===== src/hw/ntm_math_pkg.sv =====
// Shared widths, register map and types of the modular summation peripheral
// Operands are residues below the modulus; AXI4-Lite responses are always OKAY
`default_nettype none

package ntm_math_pkg;

  //////////////////////////////////////////////////////////////////////
  // Widths
  //////////////////////////////////////////////////////////////////////

  // Operands, modulus, length and AXI data share one width
  localparam int DATA_SIZE = 32;
  localparam int ADDR_SIZE = 8;

  //////////////////////////////////////////////////////////////////////
  // Register map
  //////////////////////////////////////////////////////////////////////

  localparam logic [ADDR_SIZE-1:0] REG_CTRL   = 8'h00;
  localparam logic [ADDR_SIZE-1:0] REG_MODULO = 8'h04;
  localparam logic [ADDR_SIZE-1:0] REG_LENGTH = 8'h08;
  localparam logic [ADDR_SIZE-1:0] REG_DATA   = 8'h0C;
  localparam logic [ADDR_SIZE-1:0] REG_STATUS = 8'h10;
  localparam logic [ADDR_SIZE-1:0] REG_RESULT = 8'h14;

  // Only response code ever returned
  localparam logic [1:0] AXI_RESP_OKAY = 2'b00;

  //////////////////////////////////////////////////////////////////////
  // Types
  //////////////////////////////////////////////////////////////////////

  // Master to slave signals of the AXI4-Lite port
  typedef struct packed {
    logic                 awvalid;
    logic [ADDR_SIZE-1:0] awaddr;
    logic                 wvalid;
    logic [DATA_SIZE-1:0] wdata;
    logic                 bready;
    logic                 arvalid;
    logic [ADDR_SIZE-1:0] araddr;
    logic                 rready;
  } axil_req_t;

  // Slave to master signals of the AXI4-Lite port
  typedef struct packed {
    logic                 awready;
    logic                 wready;
    logic                 bvalid;
    logic [1:0]           bresp;
    logic                 arready;
    logic                 rvalid;
    logic [DATA_SIZE-1:0] rdata;
    logic [1:0]           rresp;
  } axil_rsp_t;

  // Adder input, both data fields below modulo
  typedef struct packed {
    logic [DATA_SIZE-1:0] modulo;
    logic [DATA_SIZE-1:0] data_a;
    logic [DATA_SIZE-1:0] data_b;
  } scalar_operands_t;

  // Controller FSM
  typedef enum logic [1:0] {
    STARTER = 2'd0,
    INPUT   = 2'd1,
    ENDER   = 2'd2
  } summation_state_t;

endpackage

`default_nettype wire


===== src/hw/ntm_scalar_adder.sv =====
// Two-stage modular adder with the result valid exactly 2 cycles after start
// Both data operands must be below the modulus for a single subtraction to suffice
`timescale 1ns/1ps
`default_nettype none

module ntm_scalar_adder (
  input  logic                                 CLK,
  input  logic                                 RST,
  input  logic                                 start,
  input  ntm_math_pkg::scalar_operands_t       operands,
  output logic                                 ready,
  output logic [ntm_math_pkg::DATA_SIZE-1:0]   result
);

  import ntm_math_pkg::*;

  //////////////////////////////////////////////////////////////////////
  // Signals
  //////////////////////////////////////////////////////////////////////

  // Stage 1 raw sum with carry in the top bit
  logic                 valid_s1;
  logic [DATA_SIZE:0]   sum_s1;
  logic [DATA_SIZE-1:0] modulo_s1;

  // Reduction terms seen by stage 2
  logic [DATA_SIZE-1:0] reduced_s1;
  logic                 wrap_s1;

  //////////////////////////////////////////////////////////////////////
  // Stage 1
  //////////////////////////////////////////////////////////////////////

  // Valid bit follows the data so back to back starts are fine
  always_ff @(posedge CLK or posedge RST) begin
    if (RST) begin
      valid_s1 <= 1'b0;
    end else begin
      valid_s1 <= start;
    end
  end

  // Extended by one bit so a sum past 2^DATA_SIZE stays exact
  always_ff @(posedge CLK) begin
    if (start) begin
      sum_s1    <= {1'b0, operands.data_a} + {1'b0, operands.data_b};
      modulo_s1 <= operands.modulo;
    end
  end

  //////////////////////////////////////////////////////////////////////
  // Stage 2
  //////////////////////////////////////////////////////////////////////

  // Sum is below 2*modulo so one conditional subtraction reduces it
  assign wrap_s1    = (sum_s1 >= {1'b0, modulo_s1});
  assign reduced_s1 = sum_s1[DATA_SIZE-1:0] - modulo_s1;

  always_ff @(posedge CLK or posedge RST) begin
    if (RST) begin
      ready <= 1'b0;
    end else begin
      ready <= valid_s1;
    end
  end

  // Reduced value always fits the data width
  always_ff @(posedge CLK) begin
    if (valid_s1) begin
      if (wrap_s1) begin
        result <= reduced_s1;
      end else begin
        result <= sum_s1[DATA_SIZE-1:0];
      end
    end
  end

endmodule

`default_nettype wire


===== src/hw/ntm_scalar_summation_function.sv =====
// Accumulates LENGTH words modulo MODULO one word at a time through the adder
// The accumulator restarts at zero on each start and a start while busy is ignored
`timescale 1ns/1ps
`default_nettype none

module ntm_scalar_summation_function (
  input  logic                                 CLK,
  input  logic                                 RST,
  // Host side
  input  logic                                 start,
  input  logic [ntm_math_pkg::DATA_SIZE-1:0]   modulo,
  input  logic [ntm_math_pkg::DATA_SIZE-1:0]   length,
  input  logic [ntm_math_pkg::DATA_SIZE-1:0]   data_in,
  input  logic                                 data_valid,
  output logic                                 in_ready,
  output logic                                 busy,
  output logic [ntm_math_pkg::DATA_SIZE-1:0]   data_out,
  output logic                                 data_out_valid,
  output logic                                 done,
  // Adder side
  input  logic [ntm_math_pkg::DATA_SIZE-1:0]   adder_result,
  input  logic                                 adder_ready,
  output ntm_math_pkg::scalar_operands_t       adder_operands,
  output logic                                 adder_start
);

  import ntm_math_pkg::*;

  //////////////////////////////////////////////////////////////////////
  // Signals
  //////////////////////////////////////////////////////////////////////

  summation_state_t     state_q;

  // Words already accumulated in this run
  logic [DATA_SIZE-1:0] index_q;
  logic [DATA_SIZE-1:0] index_next;
  logic                 last_word;

  // Running sum that is also the second adder operand
  logic [DATA_SIZE-1:0] acc_q;

  //////////////////////////////////////////////////////////////////////
  // Status and compare
  //////////////////////////////////////////////////////////////////////

  assign in_ready = (state_q == INPUT);
  assign busy     = (state_q != STARTER);
  assign data_out = acc_q;

  // Length is nonzero whenever this is looked at
  assign index_next = index_q + DATA_SIZE'(1);
  assign last_word  = (index_next == length);

  //////////////////////////////////////////////////////////////////////
  // FSM
  //////////////////////////////////////////////////////////////////////

  always_ff @(posedge CLK or posedge RST) begin
    if (RST) begin
      state_q        <= STARTER;
      index_q        <= '0;
      data_out_valid <= 1'b0;
      done           <= 1'b0;
      adder_start    <= 1'b0;
    end else begin
      // Single cycle pulses by default
      data_out_valid <= 1'b0;
      done           <= 1'b0;
      adder_start    <= 1'b0;
      case (state_q)
        STARTER: begin
          if (start) begin
            index_q <= '0;
            // Empty run finishes at once with sum zero
            if (length == '0) begin
              done <= 1'b1;
            end else begin
              state_q <= INPUT;
            end
          end
        end
        INPUT: begin
          if (data_valid) begin
            adder_start <= 1'b1;
            state_q     <= ENDER;
          end
        end
        ENDER: begin
          // Wait out the adder pipeline
          if (adder_ready) begin
            data_out_valid <= 1'b1;
            if (last_word) begin
              done    <= 1'b1;
              state_q <= STARTER;
            end else begin
              index_q <= index_next;
              state_q <= INPUT;
            end
          end
        end
        default: begin
          state_q <= STARTER;
        end
      endcase
    end
  end

  //////////////////////////////////////////////////////////////////////
  // Datapath
  //////////////////////////////////////////////////////////////////////

  always_ff @(posedge CLK) begin
    if ((state_q == STARTER) && start) begin
      acc_q <= '0;
    end else if ((state_q == ENDER) && adder_ready) begin
      acc_q <= adder_result;
    end
    // New word plus current sum
    if ((state_q == INPUT) && data_valid) begin
      adder_operands.modulo <= modulo;
      adder_operands.data_a <= data_in;
      adder_operands.data_b <= acc_q;
    end
  end

endmodule

`default_nettype wire


===== src/hw/ntm_summation_regs.sv =====
// AXI4-Lite slave of the summation peripheral, whole-word writes, OKAY responses only
// DATA writes stall while a run waits on the adder and are dropped while idle
`timescale 1ns/1ps
`default_nettype none

module ntm_summation_regs (
  input  logic                                 CLK,
  input  logic                                 RST,
  input  ntm_math_pkg::axil_req_t              axil_req,
  output ntm_math_pkg::axil_rsp_t              axil_rsp,
  // Controller side
  output logic                                 start,
  output logic [ntm_math_pkg::DATA_SIZE-1:0]   modulo,
  output logic [ntm_math_pkg::DATA_SIZE-1:0]   length,
  output logic [ntm_math_pkg::DATA_SIZE-1:0]   data_in,
  output logic                                 data_valid,
  input  logic                                 in_ready,
  input  logic                                 busy,
  input  logic [ntm_math_pkg::DATA_SIZE-1:0]   sum_value,
  input  logic                                 sum_valid,
  input  logic                                 done
);

  import ntm_math_pkg::*;

  //////////////////////////////////////////////////////////////////////
  // Signals
  //////////////////////////////////////////////////////////////////////

  // Write channel
  logic                 wr_is_data;
  logic                 wr_stall;
  logic                 wr_accept;
  logic                 bvalid_q;

  // Read channel
  logic                 rd_accept;
  logic                 rvalid_q;
  logic [DATA_SIZE-1:0] rdata_q;
  logic [DATA_SIZE-1:0] rd_value;

  // Result and sticky done
  logic [DATA_SIZE-1:0] result_q;
  logic                 done_q;

  //////////////////////////////////////////////////////////////////////
  // Handshakes
  //////////////////////////////////////////////////////////////////////

  assign wr_is_data = (axil_req.awaddr == REG_DATA);

  // Back-pressure on DATA until the controller can take a word
  assign wr_stall  = wr_is_data && busy && !in_ready;

  // Address and data always taken in the same cycle
  assign wr_accept = axil_req.awvalid && axil_req.wvalid && !bvalid_q && !wr_stall;

  // One read outstanding at a time
  assign rd_accept = axil_req.arvalid && !rvalid_q;

  always_comb begin
    axil_rsp.awready = wr_accept;
    axil_rsp.wready  = wr_accept;
    axil_rsp.bvalid  = bvalid_q;
    axil_rsp.bresp   = AXI_RESP_OKAY;
    axil_rsp.arready = rd_accept;
    axil_rsp.rvalid  = rvalid_q;
    axil_rsp.rdata   = rdata_q;
    axil_rsp.rresp   = AXI_RESP_OKAY;
  end

  //////////////////////////////////////////////////////////////////////
  // Write decode
  //////////////////////////////////////////////////////////////////////

  always_ff @(posedge CLK or posedge RST) begin
    if (RST) begin
      bvalid_q   <= 1'b0;
      start      <= 1'b0;
      data_valid <= 1'b0;
      modulo     <= '0;
      length     <= '0;
    end else begin
      start      <= 1'b0;
      data_valid <= 1'b0;
      // Response held until the host takes it
      if (wr_accept) begin
        bvalid_q <= 1'b1;
      end else if (axil_req.bready) begin
        bvalid_q <= 1'b0;
      end
      if (wr_accept) begin
        case (axil_req.awaddr)
          REG_CTRL: begin
            // Not forwarded while busy so the running sum survives
            start <= axil_req.wdata[0] && !busy;
          end
          REG_MODULO: begin
            modulo <= axil_req.wdata;
          end
          REG_LENGTH: begin
            length <= axil_req.wdata;
          end
          REG_DATA: begin
            // Idle writes are accepted and thrown away
            data_valid <= busy;
          end
          default: begin
          end
        endcase
      end
    end
  end

  // Word pushed to the controller
  always_ff @(posedge CLK) begin
    if (wr_accept && wr_is_data) begin
      data_in <= axil_req.wdata;
    end
  end

  //////////////////////////////////////////////////////////////////////
  // Result and done
  //////////////////////////////////////////////////////////////////////

  always_ff @(posedge CLK or posedge RST) begin
    if (RST) begin
      result_q <= '0;
      done_q   <= 1'b0;
    end else begin
      // Start and a controller update never coincide
      if (start) begin
        result_q <= '0;
      end else if (sum_valid) begin
        result_q <= sum_value;
      end
      if (start) begin
        done_q <= 1'b0;
      end else if (done) begin
        done_q <= 1'b1;
      end
    end
  end

  //////////////////////////////////////////////////////////////////////
  // Read path
  //////////////////////////////////////////////////////////////////////

  // DATA and unmapped offsets read as zero
  always_comb begin
    case (axil_req.araddr)
      REG_MODULO: rd_value = modulo;
      REG_LENGTH: rd_value = length;
      REG_STATUS: rd_value = {{(DATA_SIZE-3){1'b0}}, in_ready, done_q, busy};
      REG_RESULT: rd_value = result_q;
      default:    rd_value = '0;
    endcase
  end

  always_ff @(posedge CLK or posedge RST) begin
    if (RST) begin
      rvalid_q <= 1'b0;
      rdata_q  <= '0;
    end else begin
      if (rd_accept) begin
        rvalid_q <= 1'b1;
        rdata_q  <= rd_value;
      end else if (axil_req.rready) begin
        rvalid_q <= 1'b0;
      end
    end
  end

endmodule

`default_nettype wire


===== src/hw/ntm_summation_top.sv =====
// Modular summation peripheral behind an AXI4-Lite slave
// Register map and operand limits as in the shared package
`timescale 1ns/1ps
`default_nettype none

module ntm_summation_top (
  input  logic                     CLK,
  input  logic                     RST,
  input  ntm_math_pkg::axil_req_t  axil_req,
  output ntm_math_pkg::axil_rsp_t  axil_rsp
);

  import ntm_math_pkg::*;

  //////////////////////////////////////////////////////////////////////
  // Signals
  //////////////////////////////////////////////////////////////////////

  // Register block to controller
  logic                 start;
  logic [DATA_SIZE-1:0] modulo;
  logic [DATA_SIZE-1:0] length;
  logic [DATA_SIZE-1:0] data_in;
  logic                 data_valid;

  // Controller back to register block
  logic                 in_ready;
  logic                 busy;
  logic [DATA_SIZE-1:0] sum_value;
  logic                 sum_valid;
  logic                 done;

  // Controller and adder
  scalar_operands_t     adder_operands;
  logic                 adder_start;
  logic [DATA_SIZE-1:0] adder_result;
  logic                 adder_ready;

  //////////////////////////////////////////////////////////////////////
  // Instances
  //////////////////////////////////////////////////////////////////////

  ntm_summation_regs u_regs (
    .CLK        (CLK),
    .RST        (RST),
    .axil_req   (axil_req),
    .axil_rsp   (axil_rsp),
    .start      (start),
    .modulo     (modulo),
    .length     (length),
    .data_in    (data_in),
    .data_valid (data_valid),
    .in_ready   (in_ready),
    .busy       (busy),
    .sum_value  (sum_value),
    .sum_valid  (sum_valid),
    .done       (done)
  );

  ntm_scalar_summation_function u_summation (
    .CLK            (CLK),
    .RST            (RST),
    .start          (start),
    .modulo         (modulo),
    .length         (length),
    .data_in        (data_in),
    .data_valid     (data_valid),
    .in_ready       (in_ready),
    .busy           (busy),
    .data_out       (sum_value),
    .data_out_valid (sum_valid),
    .done           (done),
    .adder_result   (adder_result),
    .adder_ready    (adder_ready),
    .adder_operands (adder_operands),
    .adder_start    (adder_start)
  );

  ntm_scalar_adder u_adder (
    .CLK      (CLK),
    .RST      (RST),
    .start    (adder_start),
    .operands (adder_operands),
    .ready    (adder_ready),
    .result   (adder_result)
  );

endmodule

`default_nettype wire


===== config.mk =====
export PLATFORM = sky130hd
export DESIGN_NAME = ntm_summation_top
export DESIGN_NICKNAME = d
export VERILOG_FILES = /design/src/hw/ntm_math_pkg.sv /design/src/hw/ntm_scalar_adder.sv /design/src/hw/ntm_scalar_summation_function.sv /design/src/hw/ntm_summation_regs.sv /design/src/hw/ntm_summation_top.sv
export SDC_FILE = /design/constraint.sdc
export NUM_CORES = 1
export LEC_CHECK = 0
export ABC_AREA = 1
export BUFFER_PORTS_ARGS = -buffer_cell sky130_fd_sc_hd__buf_2
export CORE_MARGIN = 2
export CORE_UTILIZATION = 62
export DETAILED_ROUTE_END_ITERATION = 10
export PLACE_DENSITY = 0.83
export SLEW_MARGIN = 15
export SYNTH_ARGS = -nofsm -noshare
export SYNTH_HDL_FRONTEND = slang
export SYNTH_HIERARCHICAL = 1
export SYNTH_SLANG_ARGS = --single-unit

===== constraint.sdc =====
create_clock -name CLK -period 6.72 [get_ports CLK]
set_input_delay 1.344 -clock CLK [delete_from_list [all_inputs] [get_ports CLK]]
set_output_delay 1.344 -clock CLK [all_outputs]
set_load 0.01 [all_outputs]

# After elaboration in Yosys (flattened, before gate mapping)
# Index checks and enable logic that the tools add are counted.
[word_totals]
reg_bits = 429
latchBits = 0
ram_bits = 0
mem_bits_ro = 0
inputBits = 55
output_inout_bits = 41
wordCells = 105
mem_count = 0
[op_classes]
add_sub_neg = 3
multipliers = 0
div = 0
n_lt_le_gt_ge = 1
n_eq_ne = 15
shift = 0
n_mux = 33
n_bitwise = 0
n_reduce_logical = 29
[op_table]
columns = ["op", "n"]
rows = [
  ["$mux W32", 6],
  ["$pmux W32 S4", 1],
  ["$pmux W32 S2", 1],
  ["$add A32 B32 Y33", 1],
  ["$ge A33 B32 Y1", 1],
  ["$add A32 B1 Y32 const B", 1],
  ["$eq A32 B32 Y1", 1],
  ["$logic_not A32 Y1", 1],
  ["$sub A32 B32 Y32", 1],
  ["$eq A8 B4 Y1 const B", 3],
  ["$mux W1", 19],
  ["$eq A8 B3 Y1 const B", 2],
  ["$eq A8 B5 Y1 const B", 2],
  ["$reduce_bool A2 Y1", 6],
  ["$logic_and A1 B1 Y1", 11],
  ["$logic_not A8 Y1", 1],
  ["$mux W2", 4],
  ["$reduce_and A4 Y1", 2],
  ["$ne A2 B2 Y1 const B", 3],
  ["$pmux W2 S3", 1],
  ["$logic_not A1 Y1", 5],
  ["$ne A2 B1 Y1 const B", 2],
  ["$reduce_and A2 Y1", 2],
  ["$eq A2 B1 Y1 const B", 1],
  ["3 further kinds", 3],
]

# Depth between registers and ports, before layout
# Gate-level depths: netlist of the first run.
[depth]
ltp_word = 6
depth_mapped = 18
mapped_depth_nobuf = 17

# Cells and area by module
# The synthesis of the first run kept the hierarchy.
[by_module_without_submodules]
columns = ["mod", "instances", "cells_each", "area_per_inst_um2"]
rows = [
  ["ntm_scalar_adder", 1, 1138, 8081.5],
  ["ntm_scalar_summation_function", 1, 872, 7571.0],
  ["ntm_summation_regs", 1, 765, 7063.0],
]

# Worst setup path before layout of the first run
# No wires, ideal clock.
[synth_timing]
path_kind = "register to register"
from = "register u_summation.state_q[1]"
to = "register u_summation/adder_operands[0] (netlist name)"
t_arrival_ps = 4576
setup_slack_ps = 1592
path_stages_with_launch = 4
n_path_buf = 0
cell_sequence = "dfrtp_1 > inv_1 > nand2_1 > nor2_1"
[synth_via]
elab_chain_len = 2
[synth_lines]
columns = ["item", "line_no", "source"]
rows = [
  ["start: declaration", "ntm_scalar_summation_function.sv:33", "summation_state_t state_q;"],
  ["start signal: assignment", "ntm_scalar_summation_function.sv:61", "state_q <= STARTER;"],
  ["start signal: assignment", "ntm_scalar_summation_function.sv:79", "state_q <= INPUT;"],
  ["start signal: assignment", "ntm_scalar_summation_function.sv:86", "state_q <= ENDER;"],
  ["$eq A2 B1 Y1", "ntm_scalar_summation_function.sv:120", "if ((state_q == INPUT) && data_valid) begin"],
  ["$logic_and A1 B1 Y1", "ntm_scalar_summation_function.sv:120", ""],
]
# Every way passes these cells.
# A chain may end at the register's enable or synchronous reset.

==> results of run 1 <==
-- Yosys cell counts (all sizes together) --
cell type and instances:
a21o 3, o21bai 3, and3 3, or2 3
clkbuf 29, nand4 16, and2 7, clkinv 2
o22ai 1, o211a 1, and3b 1, xnor3 1
xnor2 2, nor2 194, conb 1, inv 354
buf 53, xor2 38, edfxtp 225, ha 65
o21ai 129, dfxtp 32, nand3 309, nand3b 14
o21a 6, dfrtp 172, xor3 2, nor4 9
nand2 976, fa 2, a21oi 105, nor3 17
-- area by class of cell --
class / instances / area, µm² / area share
multi-input cells: 1911 / 9219 / 0.3697
flip-flops and latches: 429 / 11700 / 0.4693
inverters: 356 / 1341 / 0.05379
repair buffers: 108 / 583.1 / 0.02338
clock inverters: 29 / 285.3 / 0.01144
diodes: 2 / 5.005 / 0.0002007
well taps: 468 / 585.6 / 0.02348
clock buffers: 55 / 1216 / 0.04877
-- worst max path at each step --
stage	startpoint	end	slack, ns	depth (start not counted)
global route	axil_req[9]	axil_rsp[35]	2.46	5
global placement	axil_req[9]	axil_rsp[35]	2.62	5
floorplan	u_summation/state_q[1]	u_summation/adder_operands[0]	1.59	3
detailed placement	axil_req[9]	axil_rsp[35]	2.59	5
finish	axil_req[9]	axil_rsp[35]	2.54	5
CTS	axil_req[9]	axil_rsp[35]	2.59	5
-- metrics by stage --
stage / cells / utilization / power (µW) / setup WS (ns)
after floorplan: 2778 / - / 2904 / 1.592
after global placement: 3272 / 0.6446 / 2952 / 2.618
after detailed placement: 3272 / 0.6446 / 2958 / 2.591
after CTS: 3356 / 0.6860 / 5456 / 2.595
after global routing: 3358 / 0.6861 / 5583 / 2.459
final: 3358 / 0.6861 / 5439 / 2.541
-- critical path, delay by kind of cell --
family                 cells  cell delay [ns]
buffers and inverters      4             1.43
and+or+nand+nor            1             0.05
-- kinds of logic after synthesis --
family / count (synthesis) / synth area share
simple gates: 1549 / 0.2924
buf+inv: 438 / 0.07987
flops: 429 / 0.5151
compound gates: 248 / 0.05640
fa+ha+maj: 67 / 0.03757
xor+xnor: 43 / 0.01851
other cells: 1 / 0.0001651
-- power by group through the flow --
| stage | Combinational, µW | Clock (µW) | Sequential, µW |
|---|---|---|---|
| 6_report | 134 | 2530 | 2770 |
| 5_1_grt | 148 | 2660 | 2770 |
| 4_1_cts | 132 | 2550 | 2770 |
| 3_5_place_dp | 131 | 0 | 2830 |
| 3_3_place_gp | 127 | 0 | 2830 |
| 2_1_floorplan | 83.3 | 0 | 2820 |
-- metal layers --
metal,vias to the layer above,part of all wire,GRT usage
met5,-,0.00062,0
met4,6,0.045,0.1473
met3,162,0.074,0.04128
met2,798,0.48,0.5926
met1,9045,0.40,0.4651
li1,9094,-,-
==> flow_metrics.py, run 1 <==
metrics = {
    "placed_design": {
        "io_buffer_count": 91,
        "dpl-instance-area_um2": 23430,
        "gp_congestion": 0.9859,
        "place.detailed.hpwl_um": 48480,
    },
    "setup_path": {
        "critical_path.startpoint_type": "primary input",
        "worst-endpoint-arrival_ns": 2.84,
        "cp.required_ns": 5.38,
        "critical_path.reg2reg.endpoint": "u_summation/index_q[18]",
        "reg2reg_setup_slack_ns": 3.47,
        "timing.critical_path.cells": "buf_2 > nand2_1 > buf_4 > inv_1 > buf_2",
        "ff2ff_path_depth": 17,
        "critPathKind": "primary input to primary output",
        "rr_startpoint": "u_summation/index_q[0]",
        "worstSetupEndpointType": "primary output",
        "critical_path.slowest_cell": "sky130_fd_sc_hd__inv_1",
        "path_max_fanout": 34,
        "critical_path.max_stage_delay_ns": 0.81,
        "cpMostUsedCell": "sky130_fd_sc_hd__buf_2",
    },
    "layout": {
        "layout-drive-gt1-share": 0.08899,
        "fillers": 2921,
        "final_common_cell": "sky130_fd_sc_hd__nand2_1",
        "layout-area-overhead-vs-synth_pct": 9.783,
        "final_cell_mix": "sky130_fd_sc_hd__nand2_1, sky130_fd_sc_hd__inv_1, sky130_fd_sc_hd__nand3_1",
        "final_nets": 2973,
        "largest_registers": "u_summation/adder_operands x96, u_adder/sum_s1 x33",
        "largest_register": "u_summation/adder_operands",
        "final_design_area_no_fill_um2": 24940,
        "max_reg_flops": 96,
    },
    "grt": {
        "grt-ovfl-total": 0,
        "grt_antenna_before_repair": 5,
        "grt_first_pass_wirelength_um": 103200,
        "grt_pass1_vias": 18652,
        "grt_usage": 0.3514,
        "maximum_number_of_pins_on_one_net_before_global_route_repair": 71,
    },
    "hold_path": {
        "holdCritPathClass": "flip-flop to flip-flop",
        "timing.hold.worst_path_depth": 0,
        "hp-start": "u_summation/adder_operands[90]",
        "min_to": "u_adder/modulo_s1[26]",
    },
    "floorplan": {
        "die_h_um": 195.4,
        "die-width_um": 195.4,
        "starting_density": 0.6250,
        "io-pin-count": 96,
        "placeableCoreArea_um2": 36350,
        "fp_rows": 70,
        "floorplan.die_area_um2": 38190,
    },
    "power": {
        "cellPowerDensity_nw_per_um2": 218.1,
        "netSwitchingFraction": 0.2176,
        "combPwrFrac": 0.025,
        "power_leakage_uw": 0.01188,
        "total_internal_power_uw": 4256,
        "power.share.sequential": 0.510,
        "power.switching_uw": 1184,
        "peakVddDrop_mv": 0.2187,
        "clock_power_share": 0.465,
    },
    "sta": {
        "finalHoldViolCount": 0,
        "finClkSkew_ns": 0.02113,
        "holdWs_ns": 0.4157,
        "max_clock_freq_mhz": 239.3,
        "period_needed_ns": 4.179,
        "setup_repair_after_global_routing_missed_its_margin": "no",
        "slew_viol_final": 0,
        "timing_worst_slew_pin_value_ns": 1.114,
        "setup_tns_ns": 0,
        "worst_slew_margin_rel": 0.2573,
        "setup_violations": 0,
        "period_share": 0.6219,
    },
    "detailed_routing": {
        "drt.antenna.violating_nets": 0,
        "route.detailed.wl_per_inst_um": 19.60,
        "via_per_inst": 5.689,
        "route.final.wire_length_um": 65810,
        "vias": 19105,
        "drt_iter0_markers": 1868,
        "remaining_drc_errors": 0,
        "drt_pre_antenna_iters": 5,
    },
    "cts": {
        "root_buffer": "sky130_fd_sc_hd__clkbuf_16",
        "cts_max_level": 2,
        "cts_inserted_buffers": 45,
        "cts-resized-gates": 0,
        "clkSlewWorstSetupHoldPaths_ns": 0.06,
        "holdBufCountCts": 0,
        "cts_post_setup_buffers_inserted": 0,
        "sink_count": 429,
        "worstSkewPairLatency_ns": 0.56,
        "clockBufferDepth": 3,
        "cts_tree": "done",
    },
    "run": {
        "max_cap_viol_count": 0,
    },
    "yosys": {
        "synth_top_area_share": 0.2974,
        "synth-seq-area-share": 0.5151,
        "syn_inst": 2775,
        "top_area_cells_in_the_synthesized_netlist": "sky130_fd_sc_hd__edfxtp_1, sky130_fd_sc_hd__dfrtp_1, sky130_fd_sc_hd__nand2_1, sky130_fd_sc_hd__nand3_1, sky130_fd_sc_hd__inv_1",
        "synth.ff_latch_count": 429,
        "netlist_area_um2": 22720,
        "post-synth-top-area-cell": "sky130_fd_sc_hd__edfxtp_1",
        "synth_cell_types": 51,
        "syn-mean-instance-area_um2": 8.186,
        "synth.yosys.warnings": 6,
    },
    "run_status": {
        "run_status": "finished clean",
    },
}
No activity file was read; power rests on OpenSTA's default activity.
==> run 2, diff against run 1 <==
ABC_AREA = 0   (was 1)
clock period = 4.2 ns   (was 6.72 ns; I/O delays follow)
==> run 2 against run 1 <==
- critical path depth is 5 higher
- area after synthesis decreased by 8.4%
- count of clock-buffer cells in the layout up 4
- worst setup slack got worse by 2.3 ns
- combinational power increased by 46%
- die area decreased by 8.3%
- register-to-register slack worse by 3.2 ns
- worst hold slack worse by 0.22 ns
- non-clock buffer count rose by 13
- first-iteration DRC count down 15%
- wire length decreased by 20%
- sequential power increased by 60%
- critical path type is now flip-flop to flip-flop
- critical endpoint is now u_summation/index_q[22]
- largest power group unchanged
==> flow_metrics.py, run 2 <==
metrics = {
    "detailed_routing": {
        "drt_pre_antenna_iters": 6,
        "route.detailed.wl_per_inst_um": 22.89,
        "vias": 14598,
        "route.final.wire_length_um": 52600,
        "drt.antenna.violating_nets": 0,
        "drt_iter0_markers": 1590,
        "via_per_inst": 6.352,
        "remaining_drc_errors": 0,
    },
    "grt": {
        "grt_pass1_vias": 14361,
        "grt_antenna_before_repair": 1,
        "grt_first_pass_wirelength_um": 82410,
        "maximum_number_of_pins_on_one_net_before_global_route_repair": 100,
        "grt-ovfl-total": 0,
        "grt_usage": 0.3028,
    },
    "floorplan": {
        "io-pin-count": 96,
        "fp_rows": 67,
        "die-width_um": 187.2,
        "starting_density": 0.6249,
        "placeableCoreArea_um2": 33280,
        "floorplan.die_area_um2": 35030,
        "die_h_um": 187.2,
    },
    "sta": {
        "setup_tns_ns": 0,
        "finClkSkew_ns": 0.01738,
        "slew_viol_final": 0,
        "timing_worst_slew_pin_value_ns": 1.080,
        "setup_violations": 0,
        "period_needed_ns": 3.941,
        "period_share": 0.9382,
        "finalHoldViolCount": 0,
        "worst_slew_margin_rel": 0.2802,
        "max_clock_freq_mhz": 253.8,
        "setup_repair_after_global_routing_missed_its_margin": "no",
    },
    "layout": {
        "largest_registers": "u_summation/adder_operands x96, u_adder/sum_s1 x33",
        "max_reg_flops": 96,
        "final_nets": 1938,
        "largest_register": "u_summation/adder_operands",
        "layout-area-overhead-vs-synth_pct": 10.64,
        "final_cell_mix": "sky130_fd_sc_hd__edfxtp_1, sky130_fd_sc_hd__dfrtp_1, sky130_fd_sc_hd__nor2_1",
        "fillers": 2239,
        "layout-drive-gt1-share": 0.1486,
        "num_antenna_cells": 0,
        "final_common_cell": "sky130_fd_sc_hd__edfxtp_1",
    },
    "setup_path": {
        "timing.critical_path.cells": "ha_1 > nand3_2 > or4_1 > nor4b_4 > mux2i_1 > o31a_1 > o2111ai_2 > or2_1 > nand2_8 > o41ai_1",
        "worstSetupEndpointType": "flip-flop",
        "critical_path.slowest_cell": "sky130_fd_sc_hd__or4_1",
        "critical_path.max_stage_delay_ns": 0.73,
        "cp.required_ns": 4.61,
        "critical_path.startpoint_type": "flip-flop",
        "path_max_fanout": 25,
        "critPathKind": "flip-flop to flip-flop",
        "worst-endpoint-arrival_ns": 4.35,
    },
    "cts": {
        "clockBufferDepth": 3,
        "cts_inserted_buffers": 43,
        "root_buffer": "sky130_fd_sc_hd__clkbuf_16",
        "holdBufCountCts": 0,
        "cts_tree": "done",
        "clkSlewWorstSetupHoldPaths_ns": 0.06,
        "cts_max_level": 2,
        "cts_post_setup_buffers_inserted": 0,
        "sink_count": 429,
        "worstSkewPairLatency_ns": 0.54,
    },
    "placed_design": {
        "io_buffer_count": 91,
        "gp_congestion": 0.9601,
        "place.detailed.hpwl_um": 36590,
    },
    "power": {
        "peakVddDrop_mv": 0.2729,
        "cellPowerDensity_nw_per_um2": 370.9,
        "power.total_uw": 8536,
        "power_leakage_uw": 0.009770,
    },
    "run": {
        "max_cap_viol_count": 0,
    },
    "yosys": {
        "synth_async_sr_flop_share": 0.4009,
        "top_area_cells_in_the_synthesized_netlist": "sky130_fd_sc_hd__edfxtp_1, sky130_fd_sc_hd__dfrtp_1, sky130_fd_sc_hd__ha_1, sky130_fd_sc_hd__mux2_1, sky130_fd_sc_hd__mux2i_1",
        "post-synth-top-area-cell": "sky130_fd_sc_hd__edfxtp_1",
        "synth-main-ff-cell": "sky130_fd_sc_hd__edfxtp_1",
        "synth.top_cells.by_count": "sky130_fd_sc_hd__edfxtp_1, sky130_fd_sc_hd__dfrtp_1, sky130_fd_sc_hd__nor2_1",
        "syn_inst": 1744,
        "syn-mean-instance-area_um2": 11.93,
        "synth_cell_types": 88,
        "synth.yosys.warnings": 6,
        "synth_enable_flop_cells": 225,
        "synth.ff_latch_count": 429,
        "netlist_area_um2": 20800,
        "yosysMostFrequentCell": "sky130_fd_sc_hd__edfxtp_1",
        "synth_top_area_share": 0.3249,
        "synth-seq-area-share": 0.5626,
    },
    "hold_path": {
        "holdCritPathClass": "primary input to async pin",
    },
    "run_status": {
        "run_status": "finished clean",
    },
}
## run 2: power breakdown
| part | switching (µW) | total, µW | internal, µW |
|---|---|---|---|
| registers | 19.8 | 4430 | 4410 |
| logic | 133 | 196 | 62.9 |
| clock network | 1610 | 3910 | 2300 |
| total | 1760 | 8540 | 6770 |
## run 2: timing repair
action,4_1_cts,5_1_grt
endpoints found under the setup margin,0,2
gates resized for setup,0,1
endpoints found under the hold margin,0,0
## run 2: per-layer routing
layer	up-vias	wire [µm]	track usage
li1	6581	-	-
met1	7137	21790	0.4299
met2	769	24810	0.4897
met3	109	4388	0.04128
met4	2	1603	0.09493
met5	-	13	0
## run 2: worst max-delay path, delay by kind of cell, from the launching register on
kind                     cells  cell delay [ns]
adder cells (fa/ha/maj)      1             0.33
AND/OR/NAND/NOR              5             1.94
multiplexers                 1             0.13
flip-flops                   1             0.48
AO/OA/AOI/OAI                3             0.92
## run 2: final timing paths
| path | start | end | slack (ns) | depth (start not counted) |
|---|---|---|---|---|
| min in group CLK | u_summation/adder_operands[90] | u_adder/modulo_s1[26] | 0.41 | 0 |
| min reg2reg | u_summation/adder_operands[90] | u_adder/modulo_s1[26] | 0.41 | 0 |
| max reg2reg | u_summation/index_q[0] | u_summation/index_q[22] | 0.26 | 10 |
| max | u_summation/index_q[0] | u_summation/index_q[22] | 0.26 | 10 |
| max in group asynchronous | RST | u_regs/result_q[26] | 2.72 | 3 |
| min | RST | u_adder/valid_s1 | 0.20 | 2 |
## run 2: kinds of logic (layout without fill, tap and decap cells)
group,after synthesis,count (layout),synth area share
XOR/XNOR,95,95,0.04000
other,1,4,0.0001803
buffers and inverters,155,258,0.03597
AO/OA/AOI/OAI,425,425,0.1440
multiplexers,140,140,0.07195
flip-flops,429,429,0.5626
adder cells (fa/ha/maj),67,67,0.04103
AND/OR/NAND/NOR,432,432,0.1043
## run 2: metrics by stage
stage          instance area, µm²  setup WS, ns  utilization  hold WS, ns  cells
3_5_place_dp                21560        0.2865       0.6478       0.4045   2219
5_1_grt                     23010       0.01633       0.6915       0.2066   2298
6_report                    23010        0.2595       0.6915       0.1982   2298
2_1_floorplan               20810        0.7643            -       0.4003   1747
4_1_cts                     23000        0.2434       0.6911       0.1908   2298
3_3_place_gp                21560        0.4263       0.6478       0.4019   2219
## run 2: layout make-up
class	instances	area (µm²)	share of cell area
clock buffer	59	1220	0.05301
clock inverter	20	220.2	0.009569
inverter	58	221.5	0.009624
multi-input combinational	1163	8393	0.3647
sequential	429	11700	0.5086
tap	448	560.5	0.02436
timing repair buffer	121	693.2	0.03012
==> run 3, diff against run 2 <==
CORE_UTILIZATION = 64   (was 62)
PLACE_DENSITY = 0.81   (was 0.83)
clock period = 4.7 ns   (was 4.2 ns; I/O delays follow)
==> run 3 against run 2 <==
- the run now ends with DRC left
- first-iteration DRC count is 19% lower
- clock power decreased by 16%
- critical path depth unchanged
- clock skew about the same
- non-clock buffer count is 3 lower
- worst hold slack better by 0.11 ns
- worst setup slack gained 0.46 ns
==> flow_metrics.py, run 3 (same netlist as run 2, synthesis figures left out) <==
metrics = {
    "cts": {
        "cts_post_setup_buffers_inserted": 0,
        "sink_count": 429,
        "root_buffer": "sky130_fd_sc_hd__clkbuf_16",
        "cts_max_level": 2,
        "cts_inserted_buffers": 44,
        "holdBufCountCts": 0,
        "worstSkewPairLatency_ns": 0.54,
        "cts-resized-gates": 0,
        "clkSlewWorstSetupHoldPaths_ns": 0.06,
        "clockBufferDepth": 3,
        "cts_tree": "done",
    },
    "placed_design": {
        "io_buffer_count": 91,
        "gp_congestion": 0.9835,
        "dpl-instance-area_um2": 21520,
        "place.detailed.hpwl_um": 35740,
    },
    "sta": {
        "setup_violations": 0,
        "period_share": 0.8466,
        "slew_viol_final": 0,
        "setup_tns_ns": 0,
        "timing_worst_slew_pin_value_ns": 0.9348,
        "finalHoldViolCount": 0,
        "worst_slew_margin_rel": 0.3734,
        "max_clock_freq_mhz": 251.3,
        "setup_repair_after_global_routing_missed_its_margin": "no",
        "period_needed_ns": 3.979,
        "finClkSkew_ns": 0.01693,
    },
    "power": {
        "clock_power_share": 0.443,
        "cellPowerDensity_nw_per_um2": 324.9,
        "power_leakage_uw": 0.009700,
        "total_internal_power_uw": 5873,
        "peakVddDrop_mv": 0.2518,
        "netSwitchingFraction": 0.2094,
        "power.share.sequential": 0.534,
        "combPwrFrac": 0.024,
        "power.total_uw": 7428,
        "power.switching_uw": 1556,
    },
    "detailed_routing": {
        "drt_iter0_markers": 1283,
        "route.detailed.wl_per_inst_um": 22.64,
        "via_per_inst": 6.344,
        "remaining_drc_errors": 1,
        "drt_pre_antenna_iters": 9,
        "drt.antenna.violating_nets": 0,
        "vias": 14514,
        "route.final.wire_length_um": 51790,
    },
    "layout": {
        "layout-drive-gt1-share": 0.1447,
        "final_nets": 1936,
        "largest_register": "u_summation/adder_operands",
        "final_design_area_no_fill_um2": 22870,
        "fin_util": 0.7082,
        "final_cell_mix": "sky130_fd_sc_hd__edfxtp_1, sky130_fd_sc_hd__dfrtp_1, sky130_fd_sc_hd__nor2_1",
        "layout-area-overhead-vs-synth_pct": 9.938,
        "largest_registers": "u_summation/adder_operands x96, u_adder/sum_s1 x33",
        "final_common_cell": "sky130_fd_sc_hd__edfxtp_1",
        "max_reg_flops": 96,
    },
    "floorplan": {
        "fp_rows": 66,
        "die-width_um": 184.3,
        "starting_density": 0.6442,
        "die_h_um": 184.3,
        "io-pin-count": 96,
        "floorplan.die_area_um2": 33960,
        "placeableCoreArea_um2": 32290,
    },
    "setup_path": {
        "cp.required_ns": 5.12,
        "critPathKind": "flip-flop to flip-flop",
        "worstSetupEndpointType": "flip-flop",
        "critical_path.startpoint_type": "flip-flop",
        "path_max_fanout": 25,
        "worst-endpoint-arrival_ns": 4.40,
    },
    "grt": {
        "grt_antenna_before_repair": 2,
        "grt_first_pass_wirelength_um": 79320,
        "maximum_number_of_pins_on_one_net_before_global_route_repair": 80,
        "grt-ovfl-total": 0,
        "grt_usage": 0.3082,
        "grt_pass1_vias": 13885,
    },
    "run_status": {
        "run_status": "finished, violations left",
        "violated_checks": "DRC",
    },
    "run": {
        "max_cap_viol_count": 0,
    },
    "hold_path": {
        "holdCritPathClass": "primary input to async pin",
    },
}
run 3: through the flow:
step	setup WS, ns	instances	hold slack (ns)
global placement	0.9128	2210	0.4032
CTS	0.7594	2287	0.3009
global route	0.4404	2288	0.3002
floorplan	0.2056	1747	0.4003
finish	0.7211	2288	0.3077
detailed placement	0.7926	2210	0.4045
run 3: per-layer routing:
metal	GRT usage	vias to the layer above	share of wire
met5	0	-	0.00031
met4	0.1085	2	0.037
met3	0.05197	128	0.085
met2	0.4863	693	0.46
met1	0.4364	7100	0.42
li1	-	6591	-
run 3: final timing paths:
path,depth (start not counted),end,slack (ns),startpoint
worst min register to register,0,u_adder/modulo_s1[14],0.41,u_summation/adder_operands[78]
max in group asynchronous,3,u_regs/rdata_q[22],3.24,RST
worst min-delay path,2,u_adder/ready,0.31,RST
worst max-delay path,10,u_summation/index_q[12],0.72,u_summation/index_q[0]
min in group CLK,0,u_adder/modulo_s1[14],0.41,u_summation/adder_operands[78]
worst max register to register,10,u_summation/index_q[12],0.72,u_summation/index_q[0]
run 3: area by class of cell:
type                            count  area (µm²)
Antenna cell                        1       2.502
Clock buffer                       59        1219
Clock inverter                     18       125.1
Fill cell                        2186        9423
Inverter                           58       222.7
Multi-Input combinational cell   1163        8382
Sequential cell                   429       11700
Tap cell                          442       553.0
Timing Repair Buffer              118       658.1
run 3: critical path, stage by stage, from the launching register on:
cell and delay, ns:
sky130_fd_sc_hd__dfrtp_1 0.47, sky130_fd_sc_hd__ha_1 0.32, sky130_fd_sc_hd__nand3_2 0.19, sky130_fd_sc_hd__or4_1 0.74, sky130_fd_sc_hd__nor4b_4 0.37, sky130_fd_sc_hd__mux2i_1 0.12
sky130_fd_sc_hd__o31a_1 0.31, sky130_fd_sc_hd__o2111ai_2 0.25, sky130_fd_sc_hd__or2_1 0.37, sky130_fd_sc_hd__nand2_4 0.35, sky130_fd_sc_hd__o41ai_1 0.37
run 3: power groups by stage:
stage	sequential [µW]	combinational, µW	clock, µW
after floorplan	4030	101	0
after CTS	3960	174	3320
after global routing	3960	189	3460
final	3960	175	3290
after global placement	4040	169	0
after detailed placement	4040	172	0
